## src/common/procPkg.sv

```systemverilog
// ==========================================================================
// Shared definitions for the 16-bit five-stage pipelined processor.
// Holds the sizes, opcode and control encodings, and the structs that
// carry instructions and payloads between the stages and the testbench.
// ==========================================================================
`default_nettype none

package procPkg;

   localparam int DataWidth    = 16;
   localparam int RegAddrWidth = 3;
   localparam int MemAddrWidth = 8;

   typedef logic [DataWidth-1:0]    wordT;
   typedef logic [RegAddrWidth-1:0] regAddrT;
   typedef logic [MemAddrWidth-1:0] memAddrT;

   // Opcode field, bits 15:12 of every instruction
   typedef enum logic [3:0] {
      OpAdd  = 4'd0,
      OpSub  = 4'd1,
      OpAnd  = 4'd2,
      OpXor  = 4'd3,
      OpAddi = 4'd4,
      OpLi   = 4'd5,
      OpLd   = 4'd6,
      OpSt   = 4'd7,
      OpBeqz = 4'd8,
      OpJ    = 4'd9,
      OpHalt = 4'd15
   } opcodeT;

   typedef enum logic [1:0] {AluAdd, AluSub, AluAnd, AluXor} aluOpT;

   typedef enum logic {WbAlu, WbMem} wbSelT;

   // low holds rt in its bottom 3 bits, or the 6-bit immediate
   typedef struct packed {
      opcodeT     opcode;
      regAddrT    rd;
      regAddrT    rs;
      logic [5:0] low;
   } instrT;

   typedef struct packed {
      instrT instr;
      wordT  pcInc;
   } fetchPayloadT;

   typedef struct packed {
      aluOpT   aluOp;
      wbSelT   wbSel;
      wordT    opA;
      wordT    opB;
      wordT    storeData;
      wordT    imm;
      wordT    pcInc;
      regAddrT rd;
      logic    regWrt;
      logic    memWrt;
      logic    memRead;
      logic    isBranch;
      logic    isJump;
      logic    isHalt;
   } decodePayloadT;

   typedef struct packed {
      wordT    aluResult;
      wordT    storeData;
      regAddrT rd;
      wbSelT   wbSel;
      logic    regWrt;
      logic    memWrt;
      logic    memRead;
      logic    isHalt;
   } execPayloadT;

   typedef struct packed {
      regAddrT rd;
      wordT    result;
      logic    regWrt;
      logic    isHalt;
   } wbPayloadT;

   typedef struct packed {
      logic    valid;
      regAddrT addr;
      wordT    data;
   } regWriteT;

   typedef struct packed {
      logic    valid;
      memAddrT addr;
      wordT    data;
   } storeT;

   typedef struct packed {
      logic valid;
      wordT target;
   } redirectT;

   // Contents of the execute to memory register
   typedef struct packed {
      execPayloadT exec;
      redirectT    redirect;
   } xmPayloadT;

endpackage

`default_nettype wire

```

## src/hw/execute/execute.sv

```systemverilog
// ==========================================================================
// Execute stage: ALU, load/store address and branch resolution.
// Purely combinational; the redirect it forms acts once it reaches the
// memory stage.
// ==========================================================================
`default_nettype none

module execute import procPkg::*; (
   input  decodePayloadT inData,
   input  logic          inValid,
   output execPayloadT   outData,
   output redirectT      redirect
);

   wordT aluResult;
   logic rdIsZero;
   logic taken;

   always_comb begin
      case (inData.aluOp)
         AluAdd:  aluResult = inData.opA + inData.opB;
         AluSub:  aluResult = inData.opA - inData.opB;
         AluAnd:  aluResult = inData.opA & inData.opB;
         default: aluResult = inData.opA ^ inData.opB;
      endcase
   end

   // BEQZ tests rd, which decode passes along as the store data
   assign rdIsZero = inData.storeData == '0;
   assign taken    = inData.isJump || (inData.isBranch && rdIsZero);

   always_comb begin
      redirect.valid  = inValid && taken;
      // Both targets are relative to the incremented PC
      redirect.target = inData.pcInc + inData.imm;
   end

   always_comb begin
      outData.aluResult = aluResult;
      outData.storeData = inData.storeData;
      outData.rd        = inData.rd;
      outData.wbSel     = inData.wbSel;
      outData.regWrt    = inData.regWrt;
      outData.memWrt    = inData.memWrt;
      outData.memRead   = inData.memRead;
      outData.isHalt    = inData.isHalt;
   end

endmodule

`default_nettype wire

```

## config.mk

```make
export PLATFORM = sky130hd
export DESIGN_NAME = execute
export DESIGN_NICKNAME = d
export VERILOG_FILES = /design/src/common/procPkg.sv /design/src/hw/execute/execute.sv
export SDC_FILE = /design/constraint.sdc
export NUM_CORES = 1
export LEC_CHECK = 0
export BUFFER_PORTS_ARGS = -buffer_cell sky130_fd_sc_hd__buf_2
export CORE_AREA = 3 3 83 85
export DETAILED_ROUTE_END_ITERATION = 7
export DIE_AREA = 0 0 86 88
export PLACE_DENSITY = 0.78
export SKIP_LAST_GASP = 1
export SYNTH_ARGS = -nofsm -noshare
export SYNTH_HDL_FRONTEND = slang
export SYNTH_SLANG_ARGS = --single-unit
```

## constraint.sdc

```tcl
create_clock -name vclk -period 3.43
set_input_delay 0.686 -clock vclk [all_inputs]
set_output_delay 0.686 -clock vclk [all_outputs]
set_load 0.03 [all_outputs]
```

# Word-level counts from Yosys, hierarchy flattened
# Index checks and enable logic that the tools add are counted.
# totals
output_inout_bits	57
register_bits	0
# classes
bitwise	2
addsub	3
eq_ne	2
reduce_logical	5
mux	1
# op_table
operator	n
16-bit case mux with 3 select lines	1
16-bit adder	2
16-bit AND	1
16-bit logical NOT	1
16-bit subtractor	1
16-bit bitwise XOR	1
2-bit by 1-bit == test with 1-bit output, second input constant	1
2-bit == test, second input constant	1
1-bit logical AND	2
2-bit logical NOT	1
1-bit logical OR	1

# Longest topological paths before layout
# depth
ltp_word	4
ltp_mapped	13
depth_no_buf	13

# Worst setup path before layout
# No wires, ideal clock.
# synth_path
path_kind	in2out
from	input port inData[58] in the netlist's numbering
to	output port outData[37] in the netlist's numbering
n_path_buf	0
setup_slack_ns	-0.657
required_time_ns	2.744
arrival_time_ns	3.401
stages	12
cell_sequence	inv_1 -> ha_1 -> nand3b_1 -> nand2b_1 -> o21ai_0 -> xor2_1 -> ha_1 -> a21o_1 -> a21o_1 -> a21oi_1 -> mux2_1 -> o41ai_2
# synth_rtl
item	line	rtl
start: declaration	execute.sv:9	input decodePayloadT inData,
end: declaration	execute.sv:11	output execPayloadT outData,

==> qor.csv <==
metric,value,unit
outcome,finished with violations,
failing checks,setup timing,
CP bufs+invs,6,
"Worst Path Class, Setup",primary input to output pin,
CP Capture Type,output pin,
final count of pins violating max slew,0,
crit path time final,3830,ps
share of layout cells above drive strength 1,0.5164,
effective utilization at floorplan,0.4090,
PD cells,265.6,nW/µm²
peak supply drop,0.1745,mV
drc violations,0,
"Hold Violations, Final",0,
P_sw,0.5850,mW
gr usage total,0.1962,
Int Pwr,0.4777,mW
synthesized area per cell,7.378,µm²
post-place setup slack,-465.5,ps
IO buf count,134,
"CP delay by family, top",buffers and inverters,
initial antenna violation count,0,
Synth area leaders,"ha_1 (23%), xnor2_1 (8.9%), buf_4 (7.0%)",
IO Count,150,
die outline height,88,µm
Yosys top cell area share,0.2290,
critical path's most frequent cell,buf_6,
CLK BUF,0,
crit-path max cell delay,300,ps
max_slew headroom,0.7225,
fmax,0.2611,GHz
power share of the clock group,0,
fin nets,661,
num rows,29,
Iter 0 DRT Violations,102,
crit start category,primary input,
slowest CP cell,o41ai_2,
busiest grt layer,met2,
via count,3214,
DP Cell Count,586,
met2 Usage GRT,0.3798,
seq_cells,0,
Flop pwr share,0,
vias in the first global route,3032,
register area share after synthesis,0,
Critical Path Sink,outData[38],
PnR worst setup slack,-399.6,ps
full die area,7568,µm²
CP arrival,3140,ps
ANT nets after route,0,
Filler cells,535,
Multi-input gate area,2565,µm²
Hold Crit Class,primary input to output pin,
Core Box Area,6277,µm²
Netlist cell types,53,
Synthesized Nets,490,
largest fanout on the critical path,4,
ant diodes,0,
largest net degree at the start of global routing,28,
setup repair after global routing missed its margin,yes,
die width,86,µm
Tcrit/Tclk final,1.116,
GR Layer Usage met3,0.01223,
Min Hold Slack,1372,ps
grt total ovfl,0,
final core utilization,0.6374,
Yosys Warn Count,0,
Worst Tran Pin Value,416.3,ps
drt pass-1 iters,4,
area occupied by registers,0,µm²
global-route track usage on met1,0.2301,
Max Cap Viol,0,
Final HPWL DP,6.717,mm
area grow syn2layout,55.85,%
final cell count without fillers,594,
Static Leak,1.987,nW
placed cell area,3695,µm²
critical path cell sequence,"buf_8, clkinv_4, ha_4, nand3b_1, o41ai_2, buf_4, xor2_1, ha_1, a21oi_2, buf_6, buf_6, nand2_2, nor2_1, a21oi_1, xnor2_1, mux2i_4, buf_6",
average wire per standard cell,13.91,µm
Final setup viols,11,
first-pass GRT wire length,12.69,mm
Detailed Route WL,8.261,mm
fin area,4001,µm²
GPL Wtd Cong,0.9797,
Yosys top cell by area,ha_1,
sw frac,0.5505,
"Cell Area, Synth",2567,µm²
DR vias/cell,5.411,
CP Launch Point,inData[58],
"Req. time, crit path",2740,ps
Syn Inst Count,348,
Levels on crit path,17,
share of total power in combinational logic,1.000,
## cells in the final DEF (no fill, tap or decap), drive strengths merged, types with 3 or more instances in the layout
cell and n:
mux2i 12, a21oi 36, a21o 4, nor4 7, o31ai 6, o41ai 3
o21a 6, nor2 27, nand2 24, xor2 9, inv 13, o21bai 3
xnor2 26, o21ai 28, a211oi 6, nand2b 10, mux2 6, nor3 4
ha 47, buf 200, a31oi 5, and3 4, o211ai 5, nand3 5
## routing by layer
layer,part of all wire,routed length [µm]
met3,0.065,538
met2,0.51,4189
met5,0,0
met1,0.39,3234
met4,0.036,299
## through the flow
step	setup TNS (ps)	total power [mW]
final	-2713	1.063
after floorplan	-303.3	0.6540
after global placement	-3072	0.9192
after detailed placement	-3537	0.9405
after CTS	-2340	1.010
after global routing	-3924	1.146
## power by group through the flow
stage	combinational [mW]	sequential, mW	clock (mW)
floorplan	0.654	0	0
global placement	0.919	0	0
detailed placement	0.941	0	0
CTS	1.01	0	0
global route	1.15	0	0
finish	1.06	0	0
## kinds of logic after synthesis
| group | Yosys count | share of synthesized area |
|---|---|---|
| muxes | 18 | 0.07310 |
| and+or+nand+nor | 90 | 0.1823 |
| adders and majority gates | 49 | 0.2446 |
| buffers and inverters | 46 | 0.1028 |
| xor gates and xnor gates | 35 | 0.1194 |
| AOI/OAI and AO/OA | 110 | 0.2778 |
## worst min-delay path by stage
stage	start	end	slack, ps	depth (start not counted)
after floorplan	inData[0]	outData[0]	1500	1
after global placement	inData[3]	outData[1]	1370	0
after detailed placement	inData[3]	outData[1]	1370	0
after CTS	inData[3]	outData[1]	1370	0
after global routing	inData[5]	outData[3]	1370	0
final	inData[0]	outData[0]	1370	0
## cell usage after synthesis, drive strengths merged, types with 2 or more instances
library cell / number
a211oi: 6
a21boi: 2
a21o: 4
a21oi: 36
a31oi: 5
and3: 4
buf: 25
clkbuf: 7
fa: 2
ha: 47
inv: 14
mux2: 6
mux2i: 12
nand2: 24
nand2b: 10
nand3: 5
nor2: 27
nor2b: 2
nor3: 4
nor4: 7
nor4b: 2
o211ai: 5
o21a: 6
o21ai: 28
o21bai: 3
o31a: 2
o31ai: 6
o41ai: 3
xnor2: 26
xor2: 9
## cell type report
type / count / share of cell area
repair buffers: 201 / 0.3199
inverters: 14 / 0.01501
multi-input cells: 302 / 0.6410
well taps: 77 / 0.02408
## what timing repair did
item,in CTS,in global routing
hold buffers,0,0
buffers inserted,3,7
gates resized for setup,42,33
pin swaps,24,18
setup endpoints to repair,11,15
hold endpoints to repair,0,0
Power figures use the tool's default switching activity.
