[config.mk]
export PLATFORM = sky130hd
export DESIGN_NAME = fetch
export DESIGN_NICKNAME = d
export VERILOG_FILES = /design/src/common/procPkg.sv /design/src/hw/fetch/fetch.sv
export SDC_FILE = /design/constraint.sdc
export NUM_CORES = 2
export LEC_CHECK = 0
export BUFFER_PORTS_ARGS = -buffer_cell sky130_fd_sc_hd__buf_4
export CAP_MARGIN = 20
export CORE_MARGIN = 2
export CORE_UTILIZATION = 50
export CTS_BUF_LIST = sky130_fd_sc_hd__clkbuf_16
export CTS_CLUSTER_SIZE = 16
export DETAILED_ROUTE_END_ITERATION = 10
export PLACE_DENSITY_LB_ADDON = 0.3
export SETUP_SLACK_MARGIN = 0.05
export SYNTH_ARGS = -nofsm -noshare
export SYNTH_HDL_FRONTEND = slang
export SYNTH_SLANG_ARGS = --single-unit
[constraint.sdc]
create_clock -name clk -period 3.8 [get_ports clk]
set_input_delay 0.38 -clock clk [delete_from_list [all_inputs] [get_ports clk]]
set_output_delay 0.38 -clock clk [all_outputs]
set_load 0.05 [all_outputs]
[src/common/procPkg.sv]
// ==========================================================================
// Shared definitions for the 16-bit five-stage pipelined processor.
// Holds the sizes, opcode and control encodings, and the structs that
// carry instructions and payloads between the stages and the testbench.
// ==========================================================================
`default_nettype none

package procPkg;

   localparam int DataWidth    = 16;
   localparam int RegAddrWidth = 3;
   localparam int MemAddrWidth = 8;

   typedef logic [DataWidth-1:0]    wordT;
   typedef logic [RegAddrWidth-1:0] regAddrT;
   typedef logic [MemAddrWidth-1:0] memAddrT;

   // Opcode field, bits 15:12 of every instruction
   typedef enum logic [3:0] {
      OpAdd  = 4'd0,
      OpSub  = 4'd1,
      OpAnd  = 4'd2,
      OpXor  = 4'd3,
      OpAddi = 4'd4,
      OpLi   = 4'd5,
      OpLd   = 4'd6,
      OpSt   = 4'd7,
      OpBeqz = 4'd8,
      OpJ    = 4'd9,
      OpHalt = 4'd15
   } opcodeT;

   typedef enum logic [1:0] {AluAdd, AluSub, AluAnd, AluXor} aluOpT;

   typedef enum logic {WbAlu, WbMem} wbSelT;

   // low holds rt in its bottom 3 bits, or the 6-bit immediate
   typedef struct packed {
      opcodeT     opcode;
      regAddrT    rd;
      regAddrT    rs;
      logic [5:0] low;
   } instrT;

   typedef struct packed {
      instrT instr;
      wordT  pcInc;
   } fetchPayloadT;

   typedef struct packed {
      aluOpT   aluOp;
      wbSelT   wbSel;
      wordT    opA;
      wordT    opB;
      wordT    storeData;
      wordT    imm;
      wordT    pcInc;
      regAddrT rd;
      logic    regWrt;
      logic    memWrt;
      logic    memRead;
      logic    isBranch;
      logic    isJump;
      logic    isHalt;
   } decodePayloadT;

   typedef struct packed {
      wordT    aluResult;
      wordT    storeData;
      regAddrT rd;
      wbSelT   wbSel;
      logic    regWrt;
      logic    memWrt;
      logic    memRead;
      logic    isHalt;
   } execPayloadT;

   typedef struct packed {
      regAddrT rd;
      wordT    result;
      logic    regWrt;
      logic    isHalt;
   } wbPayloadT;

   typedef struct packed {
      logic    valid;
      regAddrT addr;
      wordT    data;
   } regWriteT;

   typedef struct packed {
      logic    valid;
      memAddrT addr;
      wordT    data;
   } storeT;

   typedef struct packed {
      logic valid;
      wordT target;
   } redirectT;

   // Contents of the execute to memory register
   typedef struct packed {
      execPayloadT exec;
      redirectT    redirect;
   } xmPayloadT;

endpackage

`default_nettype wire

[src/hw/fetch/fetch.sv]
// ==========================================================================
// Fetch stage: program counter and instruction memory.
// The memory is loaded through the write port while rst is held, and
// fetch stops after a HALT until a redirect or the next reset.
// ==========================================================================
`default_nettype none

module fetch import procPkg::*; (
   input  logic         clk,
   input  logic         rst,
   input  logic         stall,
   input  logic         imemWrEn,
   input  memAddrT      imemAddr,
   input  wordT         imemData,
   input  redirectT     redirect,
   input  logic         haltSeen,
   output fetchPayloadT fetchOut,
   output logic         fetchValid
);

   wordT imem [2**MemAddrWidth];
   wordT pc;
   logic stopped;

   // Load port only writes while the core is held in reset
   always_ff @(posedge clk) begin
      if (rst && imemWrEn) begin
         imem[imemAddr] <= imemData;
      end
   end

   always_comb begin
      fetchOut.instr = imem[pc[MemAddrWidth-1:0]];
      fetchOut.pcInc = pc + 1'b1;
   end

   assign fetchValid = !stopped;

   // Redirect beats the decode stall
   always_ff @(posedge clk) begin
      if (rst) begin
         pc <= '0;
      end else if (redirect.valid) begin
         pc <= redirect.target;
      end else if (!stall && !stopped) begin
         pc <= fetchOut.pcInc;
      end
   end

   // A HALT on a path that is later redirected must not keep fetch closed
   always_ff @(posedge clk) begin
      if (rst) begin
         stopped <= 1'b0;
      end else if (haltSeen) begin
         stopped <= 1'b1;
      end else if (redirect.valid) begin
         stopped <= 1'b0;
      end else if (fetchValid && !stall && fetchOut.instr.opcode == OpHalt) begin
         stopped <= 1'b1;
      end
   end

endmodule

`default_nettype wire

Word level (Yosys, flattened, before mapping)

Memories as Yosys holds them, arrays and structs flattened. A register that Yosys moved wholly into a read port is not among the register bits.
Index checks and enable logic that the tools add are counted.

Equal/unequal tests: 1
Reduce and logical (&&, ||, !) cells: 7
$add $sub $neg: 1
Multiplexer cells: 9

Operators with widths:

| kind                  | number |
|---|---|
| $mux 16               | 2 |
| $add 16x1->16 const B | 1 |
| $mux 8                | 2 |
| $mux 1                | 5 |
| $eq 4x4->1 const B    | 1 |
| $logic_and 1x1->1     | 3 |
| $reduce_bool 3->1     | 1 |
| $logic_not 1->1       | 2 |
| $reduce_bool 2->1     | 1 |

Input bits: 46
Flip-flop bits (word level): 17
Output and inout bits: 33
Memory bits (writable): 4,096
Logic and storage cells: 21
Memories kept: 1

Memory list:

| memory | words | width | read ports | clocked after memory_dff | wr ports | line        | RTL |
|---|---|---|---|---|---|---|---|
| imem   | 256   | 16    | 1          | 1                        | 1        | fetch.sv:21 | `wordT imem [2**MemAddrWidth];` |

Longest topological paths before layout

Depth after elaboration: 6
Depth in mapped cells: 14
Mapped depth without buffers: 9

Least setup slack after synthesis

OpenSTA, ideal clock, no wires.

Path kind: flip-flop to output port
Start point: reg with a tool-made name
End point: out fetchOut[29] (netlist name)
Slack: 37 ps
Required time: 3,420 ps
Path buffers: 6
Arrival: 3,383 ps
Stages on the path, launching flop included: 13
Cell sequence: dfxtp_1 > buf_2 > buf_4 > buf_6 > buf_4 > buf_4 > buf_4 > mux2i_1 > o22ai_1 > mux2i_1 > a2111oi_0 > nor4_1 > a211oi_1

RTL lines:

| item             | line        | RTL |
|---|---|---|
| end: declaration | fetch.sv:17 | `output fetchPayloadT fetchOut,` |

==> metrics.txt <==
Max Cap Viol 0; Worst-Margin Slew 1.37 ns; Inst Count DP 11200; final worst path period share 133%; Post-synth EDFFs 4096; register bit total from synthesis 4121; DR pass1 iterations 7; HP Class primary input to flop; placed cell areas 169000 um2; outcome finished, violations left; number of CTS-inserted buffers 406; critical path class flop to output pin; antenna violations before repair 35; maximum vdd drop 0.000385 V; Fill cells 21700; Setup Viol. Count Final 17; largest net degree at the start of global routing 162; Detail Route Antenna Nets 0; PortBufs 78; pwr/cell area 523 nW/um2; crit end category output pin; final non-filler cell area 184000 um2; Worst Path Arrival 4.67 ns; Async SR Flop Fraction 0%; Seq/Total Area, Yosys 78.1%; Layout Nets 7585; GP Congestion 0.877; core footprint 315000 um2; critical path startpoint category flop; root buffer cell clkbuf_16; full die area 321000 um2; hpwl dp 251000 um; Congestion Overflow GR 0; synthesized area 158000 um2; first-pass GRT wire length 591000 um; peak fanout along the critical path 16; Die Y 566 um; WL per Instance 34.9 um; DR vias 77800; endpoints failing hold 0; final setup margin -1.25 ns; Post-Route Utilization 58.6%; Synth cell types 56; Mean Syn Cell Area 23.8 um2; share of cells above drive strength 1 34.5%; drt total wl 420000 um; Finished Layout Cells 12000; Post-synth top flop edfxtp_1; DRC errors left 0; Fmax achieved 198 MHz; Worst-path clk slew 0.06 ns; global-route usage over all layers 26.1%; Max-slew headroom 8.84%; Skew-Pair Late Insertion Delay 0.97 ns; Die Span X 566 um; Leak 57.4 nW; commonest non-fill, non-tap cell in the layout edfxtp_1; CTS tree done; RSZ-0062 raised after global routing yes; Hold Path Origin imemAddr[1]; H-tree depth 5; fin. max-slew vios 0; DR iter-0 viols 11700; syn_nets 6706; Area growth syn-to-layout 16.6%; I/O pins 79; Via density 6.46; Worst Path Required 3.42 ns; Synth Instances 6659; setup TNS -19.00 ns; vias in the first global route 77200; # clock sinks 4121; clk_skew 0.0657 ns; failing checks negative setup slack; pre-CTS setup slack -0.638 ns; commonest cells after routing, fill and taps aside edfxtp_1, mux4_2, buf_4, clkbuf_16, nor2_1; synth warn 0; Period minus WS final 5.05 ns; Clock Path Buffers 4; FP Rows 206; initial core utilization 50.2%
cells in the mapped netlist (all sizes together), types with 15 or more instances:
cell / instances / area (um2)
mux2i: 109 / 1090
dfxtp: 25 / 500
buf: 178 / 922
nand3: 50 / 250
nand2: 98 / 368
nor2: 318 / 1190
xor2: 16 / 140
edfxtp: 4096 / 123000
nor3: 15 / 75.1
o221ai: 39 / 342
a31oi: 15 / 93.8
mux4: 1228 / 27700
a21oi: 46 / 230
o22ai: 40 / 250
clkbuf: 202 / 758
sequential cells by signal, summed over array words and instances, names as in the netlist, named ones only:
signal   cells
pc          16
imem      4096
stopped      1
worst max-delay path, stage by stage (launching register included):
cell	delay, ns
dfxtp_4	0.36
buf_4	0.14
buf_4	0.17
nand2_2	0.37
buf_4	0.39
o21ai_0	0.20
a211oi_1	0.07
a311oi_1	0.67
nor4_1	0.15
buf_4	0.19
o211ai_1	0.52
buf_4	0.24
buf_4	0.20
metal layers:
metal / GRT usage, % / routed length (um) / part of all wire [%] / vias to the layer above
met5: 0 / 103 / 0.025 / -
met4: 7.94 / 13200 / 3.1 / 14
met3: 5.79 / 47900 / 11 / 650
met2: 41.1 / 201000 / 48 / 4767
met1: 36.8 / 158000 / 37 / 41900
li1: - / - / - / 30400
logic make-up after synthesis:
family | after synthesis | synth area share [%]
xor+xnor | 27 | 0.149
fa+ha+maj | 1 | 0.00791
simple gates | 551 | 1.47
compound gates | 223 | 0.982
flops | 4121 | 78.1
mux | 1345 | 18.2
buf+inv | 391 | 1.09
stage by stage:
step	power, mW	hold slack, ns
2_1_floorplan	54.4	0.479
3_3_place_gp	57.4	0.619
3_5_place_dp	57.5	0.624
4_1_cts	96.8	0.00293
5_1_grt	98.8	0.0958
6_report	96.5	0.0767
path summary, 6_finish.rpt:
check	to	slack [ns]	depth (start not counted)
max	fetchOut[28]	-1.25	12
max reg2reg	stopped	-0.13	15
min reg2reg	stopped	0.74	3
min	imem[151][13]	0.08	3
layout make-up:
type	count	area (um2)	area share [%]
timing repair buffer	851	9230	5.00
inverter	11	51.3	0.0278
sequential	4121	124000	67.0
antenna	13	32.5	0.0176
tap	4160	5200	2.82
clock inverter	327	2860	1.55
multi-input combinational	2147	33300	18.1
clock buffer	410	10300	5.56
report_power, final:
group	total, mW	switching, mW	internal, mW
Clock	39.5	17.2	22.3
Sequential	50.1	0.0511	50.0
Combinational	6.85	3.90	2.95
what timing repair did:
item,4_1_cts,5_1_grt
hold buffers,46,0
pin swaps,4,1
gates cloned,16,3
endpoints found under the setup margin,17,19
buffers inserted,39,4
hold endpoints to repair,136,0
resized for setup,90,26
Note: power is estimated with default switching activity, not from simulation.
