$ cat src/common/procPkg.sv
// ==========================================================================
// Shared definitions for the 16-bit five-stage pipelined processor.
// Holds the sizes, opcode and control encodings, and the structs that
// carry instructions and payloads between the stages and the testbench.
// ==========================================================================
`default_nettype none

package procPkg;

   localparam int DataWidth    = 16;
   localparam int RegAddrWidth = 3;
   localparam int MemAddrWidth = 8;

   typedef logic [DataWidth-1:0]    wordT;
   typedef logic [RegAddrWidth-1:0] regAddrT;
   typedef logic [MemAddrWidth-1:0] memAddrT;

   // Opcode field, bits 15:12 of every instruction
   typedef enum logic [3:0] {
      OpAdd  = 4'd0,
      OpSub  = 4'd1,
      OpAnd  = 4'd2,
      OpXor  = 4'd3,
      OpAddi = 4'd4,
      OpLi   = 4'd5,
      OpLd   = 4'd6,
      OpSt   = 4'd7,
      OpBeqz = 4'd8,
      OpJ    = 4'd9,
      OpHalt = 4'd15
   } opcodeT;

   typedef enum logic [1:0] {AluAdd, AluSub, AluAnd, AluXor} aluOpT;

   typedef enum logic {WbAlu, WbMem} wbSelT;

   // low holds rt in its bottom 3 bits, or the 6-bit immediate
   typedef struct packed {
      opcodeT     opcode;
      regAddrT    rd;
      regAddrT    rs;
      logic [5:0] low;
   } instrT;

   typedef struct packed {
      instrT instr;
      wordT  pcInc;
   } fetchPayloadT;

   typedef struct packed {
      aluOpT   aluOp;
      wbSelT   wbSel;
      wordT    opA;
      wordT    opB;
      wordT    storeData;
      wordT    imm;
      wordT    pcInc;
      regAddrT rd;
      logic    regWrt;
      logic    memWrt;
      logic    memRead;
      logic    isBranch;
      logic    isJump;
      logic    isHalt;
   } decodePayloadT;

   typedef struct packed {
      wordT    aluResult;
      wordT    storeData;
      regAddrT rd;
      wbSelT   wbSel;
      logic    regWrt;
      logic    memWrt;
      logic    memRead;
      logic    isHalt;
   } execPayloadT;

   typedef struct packed {
      regAddrT rd;
      wordT    result;
      logic    regWrt;
      logic    isHalt;
   } wbPayloadT;

   typedef struct packed {
      logic    valid;
      regAddrT addr;
      wordT    data;
   } regWriteT;

   typedef struct packed {
      logic    valid;
      memAddrT addr;
      wordT    data;
   } storeT;

   typedef struct packed {
      logic valid;
      wordT target;
   } redirectT;

   // Contents of the execute to memory register
   typedef struct packed {
      execPayloadT exec;
      redirectT    redirect;
   } xmPayloadT;

endpackage

`default_nettype wire

$ cat src/hw/decode/decode.sv
// ==========================================================================
// Decode stage: field decode, register file and hazard stall.
// Stalls while X, M or W still owes a register this instruction reads,
// and latches err on any valid illegal opcode until reset.
// ==========================================================================
`default_nettype none

module decode import procPkg::*; (
   input  logic          clk,
   input  logic          rst,
   input  logic          inValid,
   input  fetchPayloadT  inData,
   input  regWriteT      busyX,
   input  regWriteT      busyM,
   input  regWriteT      wbWrite,
   output logic          stall,
   output decodePayloadT outData,
   output logic          outValid,
   output logic          err
);

   wordT    regs [2**RegAddrWidth];
   instrT   instr;
   wordT    raw;
   regAddrT rt;
   wordT    rsVal, rtVal, rdVal;
   wordT    imm6, imm9, imm12;
   logic    useRs, useRt, useRd;
   logic    illegal;

   assign instr = inData.instr;
   assign raw   = inData.instr;
   assign rt    = instr.low[RegAddrWidth-1:0];

   assign imm6  = {{(DataWidth-6){raw[5]}}, raw[5:0]};
   assign imm9  = {{(DataWidth-9){raw[8]}}, raw[8:0]};
   assign imm12 = {{(DataWidth-12){raw[11]}}, raw[11:0]};

   assign rsVal = regs[instr.rs];
   assign rtVal = regs[rt];
   assign rdVal = regs[instr.rd];

   always_comb begin
      outData           = '0;
      outData.aluOp     = AluAdd;
      outData.wbSel     = WbAlu;
      outData.opA       = rsVal;
      outData.opB       = rtVal;
      outData.storeData = rdVal;
      outData.pcInc     = inData.pcInc;
      outData.rd        = instr.rd;
      useRs             = 1'b0;
      useRt             = 1'b0;
      useRd             = 1'b0;
      illegal           = 1'b0;
      case (instr.opcode)
         OpAdd, OpSub, OpAnd, OpXor: begin
            outData.aluOp  = aluOpT'(instr.opcode[1:0]);
            outData.regWrt = 1'b1;
            useRs          = 1'b1;
            useRt          = 1'b1;
         end
         OpAddi, OpLd, OpSt: begin
            outData.imm     = imm6;
            outData.opB     = imm6;
            outData.regWrt  = instr.opcode != OpSt;
            outData.memRead = instr.opcode == OpLd;
            outData.memWrt  = instr.opcode == OpSt;
            outData.wbSel   = (instr.opcode == OpLd) ? WbMem : WbAlu;
            useRs           = 1'b1;
            useRd           = instr.opcode == OpSt;
         end
         OpLi: begin
            // Computed as 0 + imm9 in the ALU
            outData.imm    = imm9;
            outData.opA    = '0;
            outData.opB    = imm9;
            outData.regWrt = 1'b1;
         end
         OpBeqz: begin
            outData.imm      = imm9;
            outData.isBranch = 1'b1;
            useRd            = 1'b1;
         end
         OpJ: begin
            outData.imm    = imm12;
            outData.isJump = 1'b1;
         end
         OpHalt:  outData.isHalt = 1'b1;
         default: illegal = 1'b1;
      endcase
   end

   function automatic logic owes(regWriteT b, regAddrT r);
      return b.valid && b.addr == r;
   endfunction

   function automatic logic pending(regAddrT r);
      return owes(busyX, r) || owes(busyM, r) || owes(wbWrite, r);
   endfunction

   assign stall = inValid && ((useRs && pending(instr.rs)) ||
                              (useRt && pending(rt)) ||
                              (useRd && pending(instr.rd)));

   // A stalled instruction leaves a bubble for execute
   assign outValid = inValid && !stall;

   always_ff @(posedge clk) begin
      if (rst) begin
         for (int i = 0; i < 2**RegAddrWidth; i++) begin
            regs[i] <= '0;
         end
      end else if (wbWrite.valid) begin
         regs[wbWrite.addr] <= wbWrite.data;
      end
   end

   always_ff @(posedge clk) begin
      if (rst) begin
         err <= 1'b0;
      end else if (inValid && illegal) begin
         err <= 1'b1;
      end
   end

endmodule

`default_nettype wire

$ cat config.mk
export PLATFORM = sky130hd
export DESIGN_NAME = decode
export DESIGN_NICKNAME = d
export VERILOG_FILES = /design/src/common/procPkg.sv /design/src/hw/decode/decode.sv
export SDC_FILE = /design/constraint.sdc
export NUM_CORES = 1
export LEC_CHECK = 0
export BUFFER_PORTS_ARGS = -buffer_cell sky130_fd_sc_hd__buf_2
export CAP_MARGIN = 20
export CORE_MARGIN = 4
export CORE_UTILIZATION = 35
export CTS_BUF_LIST = sky130_fd_sc_hd__clkbuf_16
export CTS_CLUSTER_SIZE = 40
export DETAILED_ROUTE_END_ITERATION = 7
export GPL_TIMING_DRIVEN = 0
export PLACE_DENSITY = 0.53
export SYNTH_ARGS = -nofsm -noshare
export SYNTH_HDL_FRONTEND = slang
export SYNTH_SLANG_ARGS = --single-unit
$ cat constraint.sdc
create_clock -name clk -period 2.06 [get_ports clk]
set_input_delay 0.412 -clock clk [delete_from_list [all_inputs] [get_ports clk]]
set_output_delay 0.412 -clock clk [all_outputs]
set_load 0.01 [all_outputs]
---- Word-level counts from Yosys, hierarchy flattened ----
Memory sizes are Yosys's and may differ from the RTL's.
Index checks and enable logic that the tools add are counted.
Widths: inputs -> output; s select.
word-level totals
  latch bits .............................. 0
  memories ................................ 1
  register bits ........................... 1
  memory bits (writable) .................. 128
  input bits .............................. 95
  bits in read-only memories .............. 0
  output and inout bits ................... 95
memories
  memory  words  width  rd ports  clocked after Yosys merged registers in  write ports  RTL line      text
  regs    8      16     3         0                                        8            decode.sv:22  wordT regs [2**RegAddrWidth];
cells by class
  multipliers ............................. 0
  reductions and logical operators ........ 32
  equality and inequality tests ........... 20
  magnitude comparators ................... 0
  shift operators ......................... 0
  muxes and demuxes ....................... 23
  div/mod/pow operators ................... 0
  add/subtract/negate cells ............... 0
  bitwise logic cells ..................... 0
operator list
  kind                number
  $pmux 16 s3         1
  $mux 16             2
  $pmux 16 s2         1
  $eq 3x3->1          9
  $eq 4x3->1 const B  4
  $reduce_or 16->1    1
  $logic_and 1x1->1   15
  $mux 1              14
  $eq 4x4->1 const B  3
  $reduce_or 11->1    1
  $eq 4x2->1 const B  2
  $logic_or 1x1->1    8
  $reduce_or 7->1     1
  $reduce_or 5->1     1
  $eq 4x1->1 const B  1
  $logic_not 4->1     1
  $mux 2              2
  $ne 4x3->1 const B  1
  $pmux 1 s2          2
  $reduce_or 4->1     1
  $mux 3              1
  $reduce_or 3->1     1
  $reduce_or 2->1     1
  $logic_not 1->1     1

---- Longest topological paths before layout ----
  depth in word-level cells ............... 10
  mapped depth ............................ 6

---- Least setup slack after synthesis ----
Ideal clock, no wire load.
  path type ............................... input to output
  from .................................... in inData[26] in the netlist's numbering
  to ...................................... out outData[43] in the netlist's numbering
  path slack .............................. 76 ps
  cell stages on the path ................. 4
  arrival time ............................ 1,572 ps
  path through ............................ buf_2 > clkbuf_1 > mux4_2 > mux2_2
RTL lines
  item         RTL line      text
  from (decl)  decode.sv:12  input fetchPayloadT inData,
  to (decl)    decode.sv:17  output decodePayloadT outData,

==> summary.txt <==
Setup path
  – RR Endpoint: err
  – Number of cells on the critical path: 5
  – Chain of cells forming the critical path: mux4_2, nor2b_4, a211oi_2, a31oi_1, buf_2
  – Startpoint kind of the worst setup timing path: flop
  – Delay of the slowest cell on the worst path: 0.47 ns
  – Slowest cell on the critical path: mux4_2
  – R2R Setup Slk: 1.49 ns
  – Crit path buf inv count: 1
  – Type of the setup path with the least slack: reg -> out
  – Data arrival time of the critical path: about 1.9 ns
  – WP data required: 1.65 ns
  – Worst reg-to-reg path cell count: 2
  – Delay-heaviest family, CP: multiplexers
  – Reg2reg start: err
  – Element type at the critical path end: primary output
  – Maximum fanout along the worst path: 2

Placement
  – Detailed-placement wirelength estimate: 20.0 mm
  – Placed instance area: 9820 sq um
  – Placer congestion estimate: 0.806
  – IO Port Bufs: 131

Global routing
  – Wire length of the first global-routing pass: 43.2 mm
  – Number of global-route vias before repair: 6622
  – GR Util All Layers: 21.3%
  – Total congestion overflow: 0
  – Maximum number of pins on one net before global-route repair: 17
  – Initial antenna violation count: 1

Timing
  – Tightest Pin Transition: 0.777 ns
  – Crit share post-route: 110%
  – Max Clock Skew: 0 ns
  – TNS Setup: -3.73 ns
  – RSZ-0062 raised after global routing: true
  – Max-slew violation total from the final report: 0
  – Max Fclk: 440 MHz
  – Hold Violations, Final: 0
  – Min Tclk post-route: 2.27 ns
  – Setup violators final: 50
  – Fin worst setup slack: -0.210 ns
  – Max transition margin: 48.0%

Synth
  – Synthesis warning total: 0
  – Synthesized instance count: 626
  – Syn nets: 721
  – Netlist cell types: 43
  – Post-synthesis instance area: 8760 sq um
  – Commonest register cell after synthesis: edfxtp_1
  – Synth Register Bits: 129
  – Number of flops mapped to enable cells by yosys: around 130
  – Sequential share of the synthesized area: 44.1%
  – Share of async-settable or async-resettable flops after synthesis: 0%
  – Post-synthesis average cell area: between 10 and 15 sq um

Power and ir drop
  – Leakage Power: 0.00448 uW
  – Fraction of power spent switching nets: 25.4%
  – Reg power frac: 37.8%
  – Power Density: 736 nW/um^2
  – Switching power summed over all nets: 2130 uW
  – Internal power: 6260 uW
  – Clock share of power: between 40% and 50%
  – Peak ir drop on the vdd network: between 0.0004 and 0.0005 V
  – Combinational share of power: 21.3%

Clock network
  – Clock buffer depth: 2
  – CTS tree: built
  – Number of buffers inserted for hold repair after clock tree synthesis: 0
  – Number of buffers created by CTS: 17
  – CTS clock-pin slew for the worst setup and hold paths: 0.06 ns
  – Clock H-tree levels: 4
  – CTS Root Cell: clkbuf_16
  – Clock Latency Late Sink: between 0.4 and 0.5 ns
  – Clock Sink Count: 129

Drt
  – Post-Route WL: 30.0 mm
  – Number of detailed-routing iterations run before antenna repair: 5
  – # DRC: 0
  – Number of vias per cell: 5.49
  – Via count: roughly 6200
  – Mean routed wirelength per cell: 26.5 um
  – Post-DRT Antenna Nets: 0
  – Initial DRC count: 664

Hold path
  – Worst hold stages: 2
  – Hold/Removal Path Class: in -> reg
  – Hold Crit Start: wbWrite[10]
  – End of the worst hold path: regs[3][10]

Run
  – Max_cap viols: 0

Layout
  – Leading cell type in the layout, fill and taps excluded: edfxtp_1
  – Post-layout net count: 892
  – Commonest cells after routing, fill and taps aside: edfxtp_1 (128), and2_1 (122), buf_2 (116)
  – Diodes inserted: 0
  – Layout area overhead: 30.2%
  – Final Instance Area: around 11000 sq um
  – Share of cells above drive strength 1: about half

Die
  – Die outline area: around 28000 sq um
  – Standard-cell rows: 57
  – Effective utilization at floorplan: 35.8%
  – Boundary Pins: 190
  – Core box area: 24500 sq um
  – Die Span Y: 166 um
  – Width of the die: 166 um

Run status
  – Result of the run: complete, but fails checks
  – Violations in the final reports: setup timing
==> Yosys cell counts, types with 3 or more instances <==
| cell | count | area, sq um |
|---|---|---|
| a21o_1 | 7 | 52.6 |
| a31oi_1 | 4 | 25.0 |
| and2_1 | 122 | 763 |
| and2_2 | 6 | 45.0 |
| buf_2 | 17 | 85.1 |
| buf_4 | 35 | 263 |
| buf_6 | 7 | 78.8 |
| clkbuf_1 | 14 | 52.6 |
| edfxtp_1 | 128 | 3840 |
| inv_1 | 5 | 18.8 |
| mux2_2 | 16 | 180 |
| mux2i_1 | 27 | 270 |
| mux4_2 | 96 | 2160 |
| nand2_1 | 12 | 45.0 |
| nand2b_1 | 5 | 31.3 |
| nand4_1 | 9 | 56.3 |
| nor2_1 | 26 | 97.6 |
| nor2_4 | 3 | 33.8 |
| nor2b_1 | 9 | 56.3 |
| nor3_1 | 3 | 15.0 |
| o21ai_0 | 5 | 25.0 |
| o21ai_1 | 13 | 65.1 |
| or2_2 | 8 | 50.1 |
| xnor2_1 | 27 | 236 |
==> metal layers <==
layer  up-vias  part of all wire, %  track usage (%)
met5         -                    0                0
met4         0                  3.1             7.86
met3        49                  9.9             6.02
met2       355                   48             34.9
met1      3103                   39             27.0
li1       2720                    -                -
==> per-stage QoR <==
| step | setup slack, ns | hold WS, ns | total power, uW | std cells | util [%] |
|---|---|---|---|---|---|
| after floorplan | 0.0764 | 0.505 | 4150 | 626 | - |
| after CTS | -0.192 | 0.342 | 8360 | 1129 | 45.5 |
| final | -0.210 | 0.364 | 8390 | 1134 | 46.6 |
| after global placement | -1.02 | 0.481 | 4710 | 1081 | 40.1 |
| after detailed placement | -0.983 | 0.468 | 4740 | 1081 | 40.1 |
| after global routing | -0.269 | 0.367 | 8650 | 1134 | 46.6 |
==> worst reg2reg max path, cell delays in order (launching register included) <==
cell and delay (ns):
dfxtp_1 0.31, nor2_1 0.10, nor2_1 0.05
==> timing repair <==
action                                  4_1_cts  5_1_grt
cloned                                        3        2
setup buffers                                13        4
pin swaps                                     4       14
endpoints found under the setup margin      135      102
resized for setup                           129       52
==> worst max path at each step <==
stage | endpoint | start
5_1_grt | outData[63] | regs[3][6]
3_3_place_gp | outData[78] | inData[31]
3_5_place_dp | outData[87] | inData[31]
6_report | outData[63] | regs[1][6]
4_1_cts | outData[64] | regs[2][7]
2_1_floorplan | outData[43] | inData[26]
==> area by class of cell <==
class	count	area, sq um
repair buffers	153	1040
multi-input cells	418	4620
flip-flops and latches	129	3860
well taps	324	405
clock buffers	17	425
fillers	2167	13100
clock inverters	15	241
inverters	5	18.8
plain buffers	73	791
==> power groups by stage <==
stage	sequential, uW	clock [uW]	combinational (uW)
final	3170	3430	1790
after global placement	3200	0	1510
after global routing	3190	3570	1890
after floorplan	3180	0	975
after CTS	3170	3460	1730
after detailed placement	3220	0	1520
==> flip-flops by register name, indices dropped and copies added (netlist names) <==
signal / flops
err: 1
regs: 128
==> cells by family (layout without fill, tap and decap cells) <==
kind of cell / count (synthesis) / count (layout) / synth area share, %
flip-flops: 129 / 129 / 44.1
buffers and inverters: 79 / 263 / 5.73
XOR/XNOR: 27 / 27 / 2.70
AO/OA/AOI/OAI: 38 / 38 / 2.73
multiplexers: 139 / 139 / 29.8
AND/OR/NAND/NOR: 214 / 214 / 14.9
No activity file was read; power rests on OpenSTA's default activity.
